`src/verilog/gfe_settings.svh`:
```
`ifndef GFE_SETTINGS_SVH
`define GFE_SETTINGS_SVH

// array is square in columns, triangular in cells
`define GFE_N 4

// one GF(4) element
`define GFE_ELEM_W 2

// packed row, column c in bits 2c+1..2c
`define GFE_ROW_W 8

// input sample edge to output register edge
`define GFE_LATENCY 8

`endif

```
`src/verilog/gfe_pkg.sv`:
```
`include "gfe_settings.svh"

package gfe_pkg;

  ////////////////////////////////////////////////////////////
  // types

  typedef logic [`GFE_ELEM_W-1:0] gf_elem_t;

  // row operation issued by a diagonal cell
  typedef enum logic [1:0] {
    OP_NONE = 2'd0,
    OP_LOAD = 2'd1,
    OP_ELIM = 2'd2,
    OP_SKIP = 2'd3
  } op_code_t;

  // one column slot of a row on its way down
  typedef struct packed {
    logic     valid;
    logic     start;
    gf_elem_t element;
    logic     independent;
    logic     full_rank;
  } lane_t;

  ////////////////////////////////////////////////////////////
  // GF(4) arithmetic, polynomial x^2 + x + 1

  function automatic gf_elem_t gf_mul(input gf_elem_t a, input gf_elem_t b);
    logic hi;
    hi = a[1] & b[1];
    // x^2 term folds back into x + 1
    return {hi ^ (a[1] & b[0]) ^ (a[0] & b[1]), hi ^ (a[0] & b[0])};
  endfunction

  function automatic gf_elem_t gf_inv(input gf_elem_t a);
    gf_elem_t r;
    case (a)
      2'd2: r = 2'd3;
      2'd3: r = 2'd2;
      // 1 is its own inverse, 0 never reaches here
      default: r = a;
    endcase
    return r;
  endfunction

endpackage

```
`src/verilog/elim_op_if.sv`:
```
`timescale 1ns/100ps

// row operation moving right along one array row
interface elim_op_if;
  gfe_pkg::op_code_t op;
  gfe_pkg::gf_elem_t fac;
  // diagonal took this data row as its pivot
  logic new_pivot;
  // diagonal holds a pivot after this data row
  logic all_held;

  modport issuer (
    output op,
    output fac,
    output new_pivot,
    output all_held
  );

  modport receiver (
    input op,
    input fac,
    input new_pivot,
    input all_held
  );
endinterface

```
`src/verilog/pivot_cell.sv`:
```
`timescale 1ns/100ps

module pivot_cell (
  input  logic           clk,
  input  logic           rst,
  input  gfe_pkg::lane_t lane_in,
  output gfe_pkg::lane_t lane_out,
  elim_op_if.issuer      op
);

  logic              held;
  logic              held_eff;
  logic              held_next;
  logic              load;
  gfe_pkg::op_code_t op_next;
  gfe_pkg::gf_elem_t fac_next;
  gfe_pkg::lane_t    lane_next;

  // a new matrix forgets the old pivot before this row is looked at
  assign held_eff = held & ~lane_in.start;

  always_comb begin
    load = 1'b0;
    op_next = gfe_pkg::OP_NONE;
    fac_next = '0;
    if (lane_in.valid) begin
      if (held_eff) begin
        op_next = gfe_pkg::OP_ELIM;
        fac_next = lane_in.element;
      end else if (lane_in.element != '0) begin
        // normalize so the stored leading element is 1
        load = 1'b1;
        op_next = gfe_pkg::OP_LOAD;
        fac_next = gfe_pkg::gf_inv(lane_in.element);
      end else begin
        op_next = gfe_pkg::OP_SKIP;
      end
    end
  end

  assign held_next = held_eff | load;

  always_comb begin
    lane_next = lane_in;
    // nothing below the diagonal, column is zero from here on
    lane_next.element = '0;
    lane_next.independent = lane_in.independent | load;
    lane_next.full_rank = lane_in.full_rank & held_next;
  end

  always_ff @(posedge clk) begin
    if (rst) begin
      held <= 1'b0;
    end else if (lane_in.valid) begin
      held <= held_next;
    end
  end

  always_ff @(posedge clk) begin
    if (rst) begin
      lane_out <= '0;
      op.op <= gfe_pkg::OP_NONE;
      op.fac <= '0;
      op.new_pivot <= 1'b0;
      op.all_held <= 1'b0;
    end else begin
      lane_out <= lane_next;
      op.op <= op_next;
      op.fac <= fac_next;
      op.new_pivot <= load;
      op.all_held <= held_next;
    end
  end

endmodule

```
`src/verilog/update_cell.sv`:
```
`timescale 1ns/100ps

module update_cell (
  input  logic           clk,
  input  logic           rst,
  input  gfe_pkg::lane_t lane_in,
  output gfe_pkg::lane_t lane_out,
  elim_op_if.receiver    op_in,
  elim_op_if.issuer      op_out
);

  // this cell's element of the normalized pivot row
  gfe_pkg::gf_elem_t pivot_elem;
  gfe_pkg::lane_t    lane_next;

  always_comb begin
    lane_next = lane_in;
    lane_next.independent = lane_in.independent | op_in.new_pivot;
    lane_next.full_rank = lane_in.full_rank & op_in.all_held;
    case (op_in.op)
      gfe_pkg::OP_LOAD: begin
        lane_next.element = '0;
      end
      gfe_pkg::OP_ELIM: begin
        // subtraction is xor in GF(4)
        lane_next.element = lane_in.element ^ gfe_pkg::gf_mul(op_in.fac, pivot_elem);
      end
      // skip and idle pass the element through
      default: begin
        lane_next.element = lane_in.element;
      end
    endcase
  end

  always_ff @(posedge clk) begin
    if (lane_in.valid) begin
      if (op_in.op == gfe_pkg::OP_LOAD) begin
        pivot_elem <= gfe_pkg::gf_mul(op_in.fac, lane_in.element);
      end else if (lane_in.start) begin
        pivot_elem <= '0;
      end
    end
  end

  always_ff @(posedge clk) begin
    if (rst) begin
      lane_out <= '0;
      op_out.op <= gfe_pkg::OP_NONE;
      op_out.fac <= '0;
      op_out.new_pivot <= 1'b0;
      op_out.all_held <= 1'b0;
    end else begin
      lane_out <= lane_next;
      // same op one cell further right and one cycle later
      op_out.op <= op_in.op;
      op_out.fac <= op_in.fac;
      op_out.new_pivot <= op_in.new_pivot;
      op_out.all_held <= op_in.all_held;
    end
  end

endmodule

```
`src/verilog/gfe_array.sv`:
```
`timescale 1ns/100ps
`include "gfe_settings.svh"

module gfe_array (
  input  logic                  clk,
  input  logic                  rst,
  input  logic                  in_valid,
  input  logic                  in_start,
  input  logic [`GFE_ROW_W-1:0] in_row,
  output logic                  out_valid,
  output logic                  out_independent,
  output logic                  out_full_rank
);

  logic                  in_valid_q;
  logic                  in_start_q;
  logic [`GFE_ROW_W-1:0] in_row_q;

  // lane entering row 0 of each column, after skew
  gfe_pkg::lane_t top_lane [`GFE_N];
  // lane leaving cell (r,c), only c >= r exists
  gfe_pkg::lane_t cell_lane [`GFE_N][`GFE_N];

  ////////////////////////////////////////////////////////////
  // input register

  always_ff @(posedge clk) begin
    if (rst) begin
      in_valid_q <= 1'b0;
      in_start_q <= 1'b0;
    end else begin
      in_valid_q <= in_valid;
      in_start_q <= in_start;
    end
  end

  always_ff @(posedge clk) begin
    in_row_q <= in_row;
  end

  ////////////////////////////////////////////////////////////
  // column skew, column c waits c more cycles

  for (genvar c = 0; c < `GFE_N; c++) begin : gen_skew
    gfe_pkg::lane_t col_lane;

    // independent starts false, full_rank starts true
    assign col_lane = '{
      valid:       in_valid_q,
      start:       in_start_q,
      element:     in_row_q[`GFE_ELEM_W*c +: `GFE_ELEM_W],
      independent: 1'b0,
      full_rank:   1'b1
    };

    if (c == 0) begin : gen_direct
      assign top_lane[c] = col_lane;
    end else begin : gen_delay
      gfe_pkg::lane_t dly_q [c];

      always_ff @(posedge clk) begin
        if (rst) begin
          for (int i = 0; i < c; i++) begin
            dly_q[i] <= '0;
          end
        end else begin
          dly_q[0] <= col_lane;
          for (int i = 1; i < c; i++) begin
            dly_q[i] <= dly_q[i-1];
          end
        end
      end

      assign top_lane[c] = dly_q[c-1];
    end
  end

  ////////////////////////////////////////////////////////////
  // triangle of cells, pivot on the diagonal

  for (genvar r = 0; r < `GFE_N; r++) begin : gen_row
    // link j is driven by cell (r, r+j)
    elim_op_if op_link [`GFE_N - r] ();

    for (genvar j = 0; j < `GFE_N - r; j++) begin : gen_cell
      localparam int COL = r + j;
      gfe_pkg::lane_t lane_in;

      if (r == 0) begin : gen_top
        assign lane_in = top_lane[COL];
      end else begin : gen_below
        assign lane_in = cell_lane[r-1][COL];
      end

      if (j == 0) begin : gen_pivot
        pivot_cell pivot_i (
          .clk      (clk),
          .rst      (rst),
          .lane_in  (lane_in),
          .lane_out (cell_lane[r][COL]),
          .op       (op_link[0])
        );
      end else begin : gen_update
        update_cell update_i (
          .clk      (clk),
          .rst      (rst),
          .lane_in  (lane_in),
          .lane_out (cell_lane[r][COL]),
          .op_in    (op_link[j-1]),
          .op_out   (op_link[j])
        );
      end
    end
  end

  ////////////////////////////////////////////////////////////
  // output register, fed by the last diagonal cell

  always_ff @(posedge clk) begin
    if (rst) begin
      out_valid <= 1'b0;
    end else begin
      out_valid <= cell_lane[`GFE_N-1][`GFE_N-1].valid;
    end
  end

  always_ff @(posedge clk) begin
    out_independent <= cell_lane[`GFE_N-1][`GFE_N-1].independent;
    out_full_rank <= cell_lane[`GFE_N-1][`GFE_N-1].full_rank;
  end

endmodule

```
`config.mk`:
```
export PLATFORM = sky130hd
export DESIGN_NAME = gfe_array
export DESIGN_NICKNAME = d
export VERILOG_FILES = /design/src/verilog/gfe_pkg.sv /design/src/verilog/elim_op_if.sv /design/src/verilog/pivot_cell.sv /design/src/verilog/update_cell.sv /design/src/verilog/gfe_array.sv
export VERILOG_INCLUDE_DIRS = /design/src /design/src/verilog
export SDC_FILE = /design/constraint.sdc
export NUM_CORES = 1
export LEC_CHECK = 0
export ABC_AREA = 1
export BUFFER_PORTS_ARGS = -buffer_cell sky130_fd_sc_hd__buf_2
export CAP_MARGIN = 0
export CORE_ASPECT_RATIO = 1.75
export CORE_MARGIN = 2
export CORE_UTILIZATION = 42
export CTS_CLUSTER_DIAMETER = 150
export DETAILED_ROUTE_END_ITERATION = 8
export GPL_ROUTABILITY_DRIVEN = 0
export SYNTH_ARGS = -nofsm -noshare
export SYNTH_HDL_FRONTEND = slang
export SYNTH_HIERARCHICAL = 1
export SYNTH_SLANG_ARGS = --single-unit
export TNS_END_PERCENT = 30
```
`constraint.sdc`:
```
create_clock -name clk -period 1.9 [get_ports clk]
set_input_delay 0.095 -clock clk [delete_from_list [all_inputs] [get_ports clk]]
set_output_delay 0.095 -clock clk [all_outputs]
set_load 0.01 [all_outputs]
```
* Word-level counts from Yosys, hierarchy flattened
Memory sizes are Yosys's and may differ from the RTL's.
Cells that the tools add are included.
** Cells by class
- Muxes and demuxes :: 55
- $add $sub $neg :: 0
- Eq/ne operators :: 18
- Reduce and logical (&&, ||, !) cells :: 23
- Shift-type cells :: 0
- Multipliers :: 0
- Divide/modulo/power cells :: 0
- Order comparisons :: 0
- Bitwise operators :: 118
** Operator list (count)
- bitwise AND 1 bit :: 56
- 2-to-1 mux 2 bit :: 24
- one-hot mux 2 bit (2 select lines) :: 9
- XOR 1 bit :: 36
- 2-to-1 mux 6 bit :: 5
- equality test 2 bit, second input constant :: 12
- nonzero test 2 bit :: 10
- 2-to-1 mux 1 bit :: 16
- bitwise OR 1 bit :: 13
- equality test 2 x 1 -> 1 bit, second input constant :: 6
- AND reduction 2 bit :: 6
- XOR 2 bit :: 6
- OR reduction 3 bit :: 3
- NOT 1 bit :: 7
- OR reduction 2 bit :: 3
- 2-to-1 mux 5 bit :: 1
- OR reduction 5 bit :: 1
** Word-level totals
- Memory bits (read-only) :: 0
- Memories kept :: 3
- Input bits :: 12
- Latch bits :: 0
- Register bits after elaboration :: 98
- Memory bits (writable) :: 35
** Memory list
- gen_skew[3].gen_delay.dly_q :: words 3, width 6, read ports 3, clocked after memory_dff 0, wr ports 3, line gfe_array.sv:59 : gfe_pkg::lane_t dly_q [c];
- gen_skew[2].gen_delay.dly_q :: words 2, width 6, read ports 2, clocked after memory_dff 0, wr ports 2, line gfe_array.sv:59
- gen_skew[1].gen_delay.dly_q :: words 1, width 5, read ports 1, clocked after memory_dff 0, wr ports 1, line gfe_array.sv:59

* Longest topological paths before layout
Gate-level depths: netlist of run 1.
- Word-level depth :: 6
- Gate-level depth with buffers :: 8

* Cells and area by module
The synthesis of run 1 kept the hierarchy.
** Modules (own cells, without submodules)
- update_cell :: cells an instance 76, area an instance 559.3 µm², instances 6
- pivot_cell :: cells an instance 51, area an instance 440.4 µm², instances 4
- gfe_array :: cells an instance 85, area an instance 887.1 µm², instances 1

* Least setup slack after synthesis of run 1
No wires, ideal clock.
- Kind :: reg-to-reg
- Start point :: reg gen_row[0].gen_cell[0].gen_pivot.pivot_i.op.op[0]
- End point :: reg gen_row[0].gen_cell[1].gen_update.update_i/lane_out[2] in the netlist's numbering
- Library setup time :: 0.113 ns
- Required time :: 1.787 ns
- Period minus slack after synthesis :: 1.106 ns
- Cell stages (with the launch flop) :: 9
- Slack :: 0.794 ns
- Arrival time :: 0.993 ns
- Cell sequence :: dfxtp_1 -> inv_1 -> ha_1 -> inv_1 -> nand2_1 -> nor2_1 -> nand2_1 -> nand2_1 -> nor2_1
** Between the ends
- Word-level cells in the longest chain between the ends :: 2
** RTL lines
- start: declaration :: line elim_op_if.sv:13 : output op,
- equality test 2 bit / equality test 2 x 1 -> 1 bit (equally long branches) :: line update_cell.sv:20 : case (op_in.op)
- one-hot mux 2 bit (2 select lines) * :: line update_cell.sv:20
- end signal: assignment :: line update_cell.sv:53 : lane_out <= lane_next;
- end: declaration :: line update_cell.sv:7 : output gfe_pkg::lane_t lane_out,
Every way passes the cells marked *; elsewhere a longest branch is shown, timed or not.
A chain may end at the register's enable or synchronous reset.

* Final worst setup path of run 1
- Start point :: reg gen_row[0].gen_cell[2].gen_update.update_i.op_out.op[0]
- End point :: reg gen_row[0].gen_cell[3].gen_update.update_i/lane_out[3] in the netlist's numbering
** Between the ends
- Word-level cells in the longest chain between the ends :: 2
** RTL lines (line)
- start: declaration :: elim_op_if.sv:13
- equality test 2 bit / equality test 2 x 1 -> 1 bit (equally long branches) :: update_cell.sv:20
- one-hot mux 2 bit (2 select lines) * :: update_cell.sv:20
- end signal: assignment :: update_cell.sv:53
- end: declaration :: update_cell.sv:7
Marks and branches as above.

==> results of run 1 <==
[flip-flops by register name (all words and copies together) (netlist names), 3 cells and up]
name / count
in_row_q: 8
gen_row.gen_cell.gen_pivot.pivot_i/op.fac: 6
gen_row.gen_cell.gen_update.update_i/pivot_elem: 12
gen_row.gen_cell.gen_update.update_i/op_out.fac: 6
gen_row.gen_cell.gen_update.update_i/op_out.new_pivot: 3
gen_row.gen_cell.gen_pivot.pivot_i/op.op: 6
gen_row.gen_cell.gen_pivot.pivot_i/lane_out: 3
gen_row.gen_cell.gen_pivot.pivot_i/op.new_pivot: 3
gen_row.gen_cell.gen_pivot.pivot_i/held: 4
gen_row.gen_cell.gen_update.update_i/op_out.all_held: 3
gen_skew.gen_delay.dly_q: 21
gen_row.gen_cell.gen_pivot.pivot_i/op.all_held: 3
gen_row.gen_cell.gen_update.update_i/lane_out: 30
gen_row.gen_cell.gen_update.update_i/op_out.op: 6
[metal layers]
layer | vias up | global-route usage [%]
met2 | 50 | 31.1
li1 | 1899 | -
met3 | 18 | 5.45
met4 | 0 | 7.44
met5 | - | 0
met1 | 1608 | 12.3
[where the power goes]
group	switching, µW	internal (µW)	leakage, µW
Sequential	34.9	2590	0.000984
Combinational	114	78.9	0.00127
Clock	1130	2230	0.000308
[worst register-to-register path, stage by stage (launching register included)]
cell and delay, ps:
dfxtp_1 340, inv_1 60, ha_1 320, a21oi_1 180
nand3_1 110, nand2_1 60, nor2_1 30
[worst min-delay path by stage]
| stage | from | to | slack [ps] | cells past startpoint |
|---|---|---|---|---|
| finish | rst | gen_skew[1].gen_delay.dly_q[0][1]$_SDFF_PP0_ | 150 | 3 |
| global route | rst | gen_skew[1].gen_delay.dly_q[0][0]$_DFF_P_ | 160 | 3 |
| CTS | rst | gen_skew[1].gen_delay.dly_q[0][0]$_DFF_P_ | 130 | 3 |
| detailed placement | in_row[6] | in_row_q[6]$_DFF_P_ | 200 | 1 |
| global placement | in_row[4] | in_row_q[4]$_DFF_P_ | 200 | 1 |
| floorplan | in_row[0] | in_row_q[0]$_DFF_P_ | 120 | 0 |
[through the flow]
step | cells | worst slack (ps)
floorplan | 617 | 794
global placement | 756 | 711
detailed placement | 756 | 701
CTS | 798 | 695
global route | 798 | 548
finish | 798 | 689
[final cells by class]
type | instances | area [µm²]
timing repair buffer | 25 | 190
tap | 132 | 165
inverter | 123 | 462
multi-input combinational | 367 | 1740
fill | 1033 | 5400
clock inverter | 12 | 161
clock buffer | 20 | 479
sequential | 119 | 2500
==> flow_metrics.py, run 1 <==
metrics = {
    "status": {
        "status": "complete, no violations",
    },
    "clocking": {
        "clock_path_buffers": 2,
        "numClockSinks": 119,
        "cts.htree.levels": 4,
        "cts_tree": "built",
        "path_clk_slew_ps": 60,
        "hold_buffers": 10,
        "cts_setup_buffers": 0,
        "cts-root-buf": "clkbuf_16",
        "cts.repair.resized": 0,
        "insertion_delay_ps": 410,
        "cts_buffers": 17,
    },
    "setup_path": {
        "cp.arrival_ps": 1510,
        "worstPathMaxFanout": 3,
        "reg2reg_slack_ps": 690,
        "end_kind": "flop",
        "cp.required_ps": 2200,
        "crit_type": "flop to flop",
        "crit_cells": 6,
        "crit_chain": "inv_1, ha_1, a21oi_1, nand3_1, nand2_1, nor2_1",
        "cp.buffers_inverters": 1,
        "cp_slowest_cell": "dfxtp_1",
        "cpPeakStageDelay_ps": 340,
        "cp-start-kind": "flop",
        "cp_top_family": "flip-flops",
        "reg2reg_depth": 6,
    },
    "synthesis": {
        "ys_warn_count": 6,
        "netlist_area_um2": 4750,
        "syn_inst": 617,
        "syn_area_per_cell_um2": 7.70,
        "synthesis.nets": 651,
    },
    "detailed_routing": {
        "avgViaCountPerCell": 4.48,
        "postRouteAntennaNets": 0,
        "highest-signal-layer": "met4",
        "routed_wl_um": 8150,
        "wl_met3_um": 258,
        "m1WireLength_um": 2980,
        "drt_iter0_markers": 125,
        "wl_per_cell_um": 10.2,
        "drc": 0,
        "wl_met2_um": 4720,
        "vias": 3575,
        "drt_pass1_iterations": 4,
    },
    "timing": {
        "setup_violations": 0,
        "hold_viol": 0,
        "fmax_mhz": 826,
        "period_share_pct": 63.7,
        "setup_tns_ps": 0,
        "report.final.slew_viol_count": 0,
        "finalClockSkew_ps": 4.47,
        "rsz0062_at_grt": "no",
        "fin_crit_ps": 1210,
        "holdWs_ps": 150,
    },
    "layout": {
        "layout-drive-gt1-share_pct": 10.2,
        "post-route-util_pct": 51.4,
        "layout_commonest_cell": "nor2_1",
        "finalInstanceArea_um2": 5700,
        "area_growth_pct": 20.0,
        "finalNetCount": 687,
        "layout_common_cells": "nor2_1 (147), inv_1 (120), nand2_1 (119), dfxtp_1 (107), a21oi_1 (24)",
        "diodes": 0,
    },
    "place": {
        "placed_area_um2": 4960,
        "port_buffers": 14,
        "hpwl_um": 5880,
    },
    "flow_run": {
        "max-cap-violations": 0,
    },
    "global_routing": {
        "grt-ovfl-total": 0,
        "grt_first_pass_wirelength_um": 14400,
        "grt_max_degree": 79,
        "grt_antenna_before_repair": 0,
        "grtUsageTotal_pct": 15.2,
        "grt_pass1_vias": 3614,
    },
    "floorplanning": {
        "rows": 51,
        "core_um2": 11100,
        "initial_utilization_pct": 42.8,
        "io_pins": 15,
        "die_x_um": 84.4,
        "die_h_um": 145,
        "dieArea_um2": 12200,
    },
    "power": {
        "leakage_uw": 0.00256,
        "power.total_uw": 6180,
        "power_density_nw_per_um2": 1080,
        "ir_worst_vdd_v": 0.000956,
    },
    "min_path": {
        "hold_class": "primary input to flop",
    },
}
Note: power is estimated with default switching activity, not from simulation.
==> inputs of run 2 (changes only) <==
==> constraint.sdc (replaced) <==
create_clock -name clk -period 1.2 [get_ports clk]
set_input_delay 0.06 -clock clk [delete_from_list [all_inputs] [get_ports clk]]
set_output_delay 0.06 -clock clk [all_outputs]
set_load 0.01 [all_outputs]
==> run 2 against run 1 <==
Final cell count increased by 0.50%. Clock power up 49%. Clock skew rose by 2.1 ps. Register-to-register slack worse by 650 ps. Largest cell class unchanged. Highest routed layer unchanged.
==> flow_metrics.py, run 2 (synthesis results as in run 1) <==
metrics = {
    "clocking": {
        "cts.htree.levels": 4,
        "cts-root-buf": "clkbuf_16",
        "cts_tree": "built",
        "path_clk_slew_ps": 60,
        "clock_path_buffers": 2,
        "insertion_delay_ps": 410,
        "cts_buffers": 17,
        "numClockSinks": 119,
    },
    "floorplanning": {
        "io_pins": 15,
        "die_x_um": 84.4,
        "die_h_um": 145,
        "rows": 51,
        "core_um2": 11100,
        "initial_utilization_pct": 42.8,
        "dieArea_um2": 12200,
    },
    "timing": {
        "setup_violations": 0,
        "finalClockSkew_ps": 6.57,
        "setup_slack_ps": 34.7,
        "fin_crit_ps": 1170,
        "period_share_pct": 97.1,
        "hold_viol": 0,
        "fmax_mhz": 858,
        "setup_tns_ps": 0,
        "report.final.slew_viol_count": 0,
        "rsz0062_at_grt": "yes",
    },
    "power": {
        "power.total_uw": 9500,
        "ir_worst_vdd_v": 0.00121,
        "leakage_uw": 0.00256,
        "power_density_nw_per_um2": 1630,
    },
    "detailed_routing": {
        "wl_per_cell_um": 10.7,
        "drc": 0,
        "drt_iter0_markers": 139,
        "postRouteAntennaNets": 0,
        "routed_wl_um": 8570,
        "drt_pass1_iterations": 4,
        "avgViaCountPerCell": 4.45,
        "vias": 3571,
    },
    "global_routing": {
        "grt_pass1_vias": 3567,
        "grt_first_pass_wirelength_um": 14500,
        "grt-ovfl-total": 0,
        "grtUsageTotal_pct": 15.4,
        "grt_antenna_before_repair": 0,
        "grt_max_degree": 31,
    },
    "min_path": {
        "holdPathStages": 2,
        "hold_class": "primary input to flop",
    },
    "setup_path": {
        "end_kind": "flop",
        "worstPathMaxFanout": 3,
        "reg2reg_depth": 4,
        "crit_chain": "inv_1, ha_1, nor2_1, nor2_2",
        "cp-start-kind": "flop",
        "cpPeakStageDelay_ps": 340,
        "cp.required_ps": 1310,
        "cp_slowest_cell": "dfxtp_1",
        "cp.arrival_ps": 1280,
        "crit_type": "flop to flop",
    },
    "place": {
        "port_buffers": 14,
        "dp_slack_ps": -12.1,
        "hpwl_um": 6130,
    },
    "flow_run": {
        "max-cap-violations": 0,
    },
    "layout": {
        "layout-drive-gt1-share_pct": 14.3,
        "finalNetCount": 691,
        "largest_reg_flops": 30,
        "reg_top3": "gen_row.gen_cell.gen_update.update_i/lane_out: 30 flops, gen_skew.gen_delay.dly_q: 21 flops, gen_row.gen_cell.gen_update.update_i/pivot_elem: 12 flops",
        "regMostFlops": "gen_row.gen_cell.gen_update.update_i/lane_out",
        "layout_commonest_cell": "nor2_1",
        "area_growth_pct": 22.4,
        "layout_common_cells": "nor2_1 (141), nand2_1 (119), inv_1 (117), dfxtp_1 (103), o21ai_0 (21)",
        "diodes": 0,
    },
    "status": {
        "status": "complete, no violations",
    },
}
[run 2: changes by cell type in the layout (fill, tap and decap cells not counted), moves of 6 or more]
| cell | delta |
|---|---|
| ha_4 | +6 |
| nor2_1 | -6 |
| nor2_2 | +6 |
| ha_1 | -7 |
[run 2: critical path: cells and delay by family, from the launching register on]
family	cells	cell delay, ps
fa+ha+maj	1	210
flops	1	340
simple gates	2	220
buf+inv	1	100
[run 2: layer usage]
metal  track usage, %  part of all wire (%)  vias to the layer above
li1                 -                     -                     1907
met1             12.3                    36                     1611
met2             32.4                    60                       40
met3             4.76                   2.4                       13
met4             7.10                   1.6                        0
met5                0                     0                        -
[run 2: layout make-up]
| type | count | area, µm² |
|---|---|---|
| fill | 1032 | 5290 |
| sequential | 119 | 2510 |
| clock buffer | 18 | 429 |
| timing repair buffer | 29 | 235 |
| inverter | 123 | 462 |
| clock inverter | 14 | 164 |
| tap | 132 | 165 |
| multi-input combinational | 367 | 1850 |
[run 2: worst paths after layout]
check | startpoint | to | slack, ps
worst max-delay path | gen_row[1].gen_cell[0].gen_pivot.pivot_i/op.op[1]$_SDFF_PP0_ | flop | 30
worst max register to register | gen_row[1].gen_cell[0].gen_pivot.pivot_i/op.op[1]$_SDFF_PP0_ | flop | 30
worst min register to register | flop | out_full_rank$_DFF_P_ | 330
worst min-delay path | in_row[4] | in_row_q[4]$_DFF_P_ | 280
[run 2: where the power goes]
group / switching, µW / internal [µW] / total (µW)
registers: 57.0 / 4100 / 4160
logic: 192 / 144 / 337
clock network: 1900 / 3110 / 5010
[run 2: timing repair]
| action | in CTS | in global routing |
|---|---|---|
| hold endpoints to repair | 12 | 0 |
| setup endpoints to repair | 7 | 14 |
| hold buffers | 11 | 0 |
| gates resized for setup | 4 | 21 |
| buffers inserted | 0 | 0 |
| pin swaps | 0 | 2 |
[run 2: stage by stage]
stage	instance area [µm²]	cells	util (%)	hold WS (ps)
floorplan	4750	617	-	87.7
global placement	5000	759	45.0	162
detailed placement	5000	759	45.0	165
CTS	5710	802	51.4	265
global route	5820	802	52.4	269
finish	5820	802	52.4	283
==> inputs of run 3 (changes only) <==
--- a/config.mk
+++ b/config.mk
@@ -15,6 +15,7 @@
 export CTS_CLUSTER_DIAMETER = 150
 export DETAILED_ROUTE_END_ITERATION = 8
 export GPL_ROUTABILITY_DRIVEN = 0
+export SETUP_SLACK_MARGIN = 0.4
 export SYNTH_ARGS = -nofsm -noshare
 export SYNTH_HDL_FRONTEND = slang
 export SYNTH_HIERARCHICAL = 1
==> run 3 against run 2 <==
Utilization is 2.6 points higher. Critical path depth increased by 4. Worst setup slack better by 77 ps. Maximum frequency grew 7.1%. Sequential cell count is the same. Hold slack got worse by 220 ps.
==> flow_metrics.py, run 3 (synthesis results as in run 1) <==
metrics = {
    "min_path": {
        "hold_class": "primary input to flop",
        "hold_start": "rst",
        "whs_endpoint": "gen_skew[1].gen_delay.dly_q[0][1]$_SDFF_PP0_",
        "holdPathStages": 3,
    },
    "layout": {
        "layout_common_cells": "nor2_1 (128), nand2_1 (113), inv_1 (92), dfxtp_1 (81), inv_2 (30)",
        "area_growth_pct": 28.4,
        "diodes": 0,
        "layout-drive-gt1-share_pct": 27.6,
        "reg_top3": "gen_row.gen_cell.gen_update.update_i/lane_out: 30 flops, gen_skew.gen_delay.dly_q: 21 flops, gen_row.gen_cell.gen_update.update_i/pivot_elem: 12 flops",
        "finalNetCount": 699,
        "layout_commonest_cell": "nor2_1",
        "regMostFlops": "gen_row.gen_cell.gen_update.update_i/lane_out",
        "largest_reg_flops": 30,
    },
    "place": {
        "hpwl_um": 6250,
        "port_buffers": 14,
    },
    "clocking": {
        "cts.htree.levels": 4,
        "numClockSinks": 119,
        "insertion_delay_ps": 410,
        "cts-root-buf": "clkbuf_16",
        "path_clk_slew_ps": 60,
        "cts_buffers": 17,
        "clock_path_buffers": 2,
        "cts_tree": "built",
    },
    "setup_path": {
        "worstPathMaxFanout": 3,
        "cp.arrival_ps": 1390,
        "crit_type": "flop to flop",
        "reg2reg_from": "gen_row[1].gen_cell[0].gen_pivot.pivot_i/op.op[0]$_SDFF_PP0_",
        "reg2reg_depth": 8,
        "end_kind": "flop",
        "cp-start-kind": "flop",
        "cp.required_ps": 1500,
        "reg2reg_slack_ps": 110,
    },
    "detailed_routing": {
        "drt_pass1_iterations": 4,
        "drc": 0,
        "wl_per_cell_um": 11.0,
        "postRouteAntennaNets": 0,
        "vias": 3669,
        "avgViaCountPerCell": 4.54,
        "drt_iter0_markers": 149,
        "routed_wl_um": 8870,
    },
    "timing": {
        "fin_crit_ps": 1090,
        "report.final.slew_viol_count": 0,
        "period_share_pct": 90.7,
        "finalClockSkew_ps": 7.15,
        "setup_tns_ps": 0,
        "rsz0062_at_grt": "yes",
        "setup_violations": 0,
        "fmax_mhz": 919,
        "hold_viol": 0,
    },
    "power": {
        "power.total_uw": 9390,
        "power_density_nw_per_um2": 1540,
        "ir_worst_vdd_v": 0.00125,
        "leakage_uw": 0.00260,
    },
    "global_routing": {
        "grt_first_pass_wirelength_um": 15000,
        "grt_pass1_vias": 3620,
        "grt-ovfl-total": 0,
        "grt_antenna_before_repair": 0,
        "grt_max_degree": 32,
        "grtUsageTotal_pct": 15.9,
    },
    "floorplanning": {
        "rows": 51,
        "die_x_um": 84.4,
        "initial_utilization_pct": 42.8,
        "io_pins": 15,
        "die_h_um": 145,
        "core_um2": 11100,
        "dieArea_um2": 12200,
    },
    "flow_run": {
        "max-cap-violations": 0,
    },
    "status": {
        "status": "complete, no violations",
    },
}
## run 3: cell count changes in the layout (fill, tap and decap cells not counted), sizes merged
cell and change:
inv -2, clkinvlp +2, clkbuf -1, buf +9
dlygate4sd3 -1
## run 3: timing repair
item,in CTS,in global routing
hold buffers,10,0
hold endpoints to repair,10,0
gates resized for setup,43,55
setup buffers,4,4
endpoints found under the setup margin,60,61
pin swaps,16,20
## run 3: metal layers
| layer | GRT usage, % | part of all wire [%] |
|---|---|---|
| met1 | 12.6 | 35 |
| met2 | 33.3 | 59 |
| met3 | 4.65 | 2.5 |
| met4 | 8.60 | 3.6 |
| met5 | 0 | 0 |
## run 3: critical path: stages, from the launching register on
cell and delay [ps]:
dfxtp_2 350, inv_2 60, ha_4 230, inv_2 40, nand2_1 50, nor2_2 100
nand2_1 60, nand2_1 50, nor2_1 40
## run 3: worst max-delay path by stage
stage	startpoint	to	slack, ps
floorplan	gen_row[0].gen_cell[0].gen_pivot.pivot_i/op.op[0]$_SDFF_PP0_	flop	190
global placement	flop	flop	90
detailed placement	flop	flop	70
CTS	gen_row[0].gen_cell[0].gen_pivot.pivot_i/op.op[1]$_SDFF_PP0_	flop	100
global route	gen_row[1].gen_cell[0].gen_pivot.pivot_i/op.op[0]$_SDFF_PP0_	flop	30
finish	gen_row[1].gen_cell[0].gen_pivot.pivot_i/op.op[0]$_SDFF_PP0_	flop	110
## run 3: final cells by class
type / instances / area, µm²
multi-input combinational: 367 / 2050
sequential: 119 / 2550
clock inverter: 14 / 150
tap: 132 / 165
clock buffer: 17 / 425
fill: 1018 / 5000
inverter: 123 / 464
timing repair buffer: 37 / 297
## run 3: power breakdown
part	internal, µW	switching [µW]	total, µW
Combinational	163	208	371
Sequential	4090	62.4	4150
Clock	3060	1810	4870
Total	7310	2080	9390
## run 3: stage by stage
stage	hold WS (ps)	area, µm²	worst slack, ps	util, %	std cells
2_1_floorplan	87.7	4860	193	-	617
3_3_place_gp	163	5110	85.5	46.0	760
3_5_place_dp	164	5110	67.2	46.0	760
4_1_cts	53.9	5910	100	53.3	805
5_1_grt	72.5	6100	26.1	54.9	809
6_report	62.2	6100	112	54.9	809
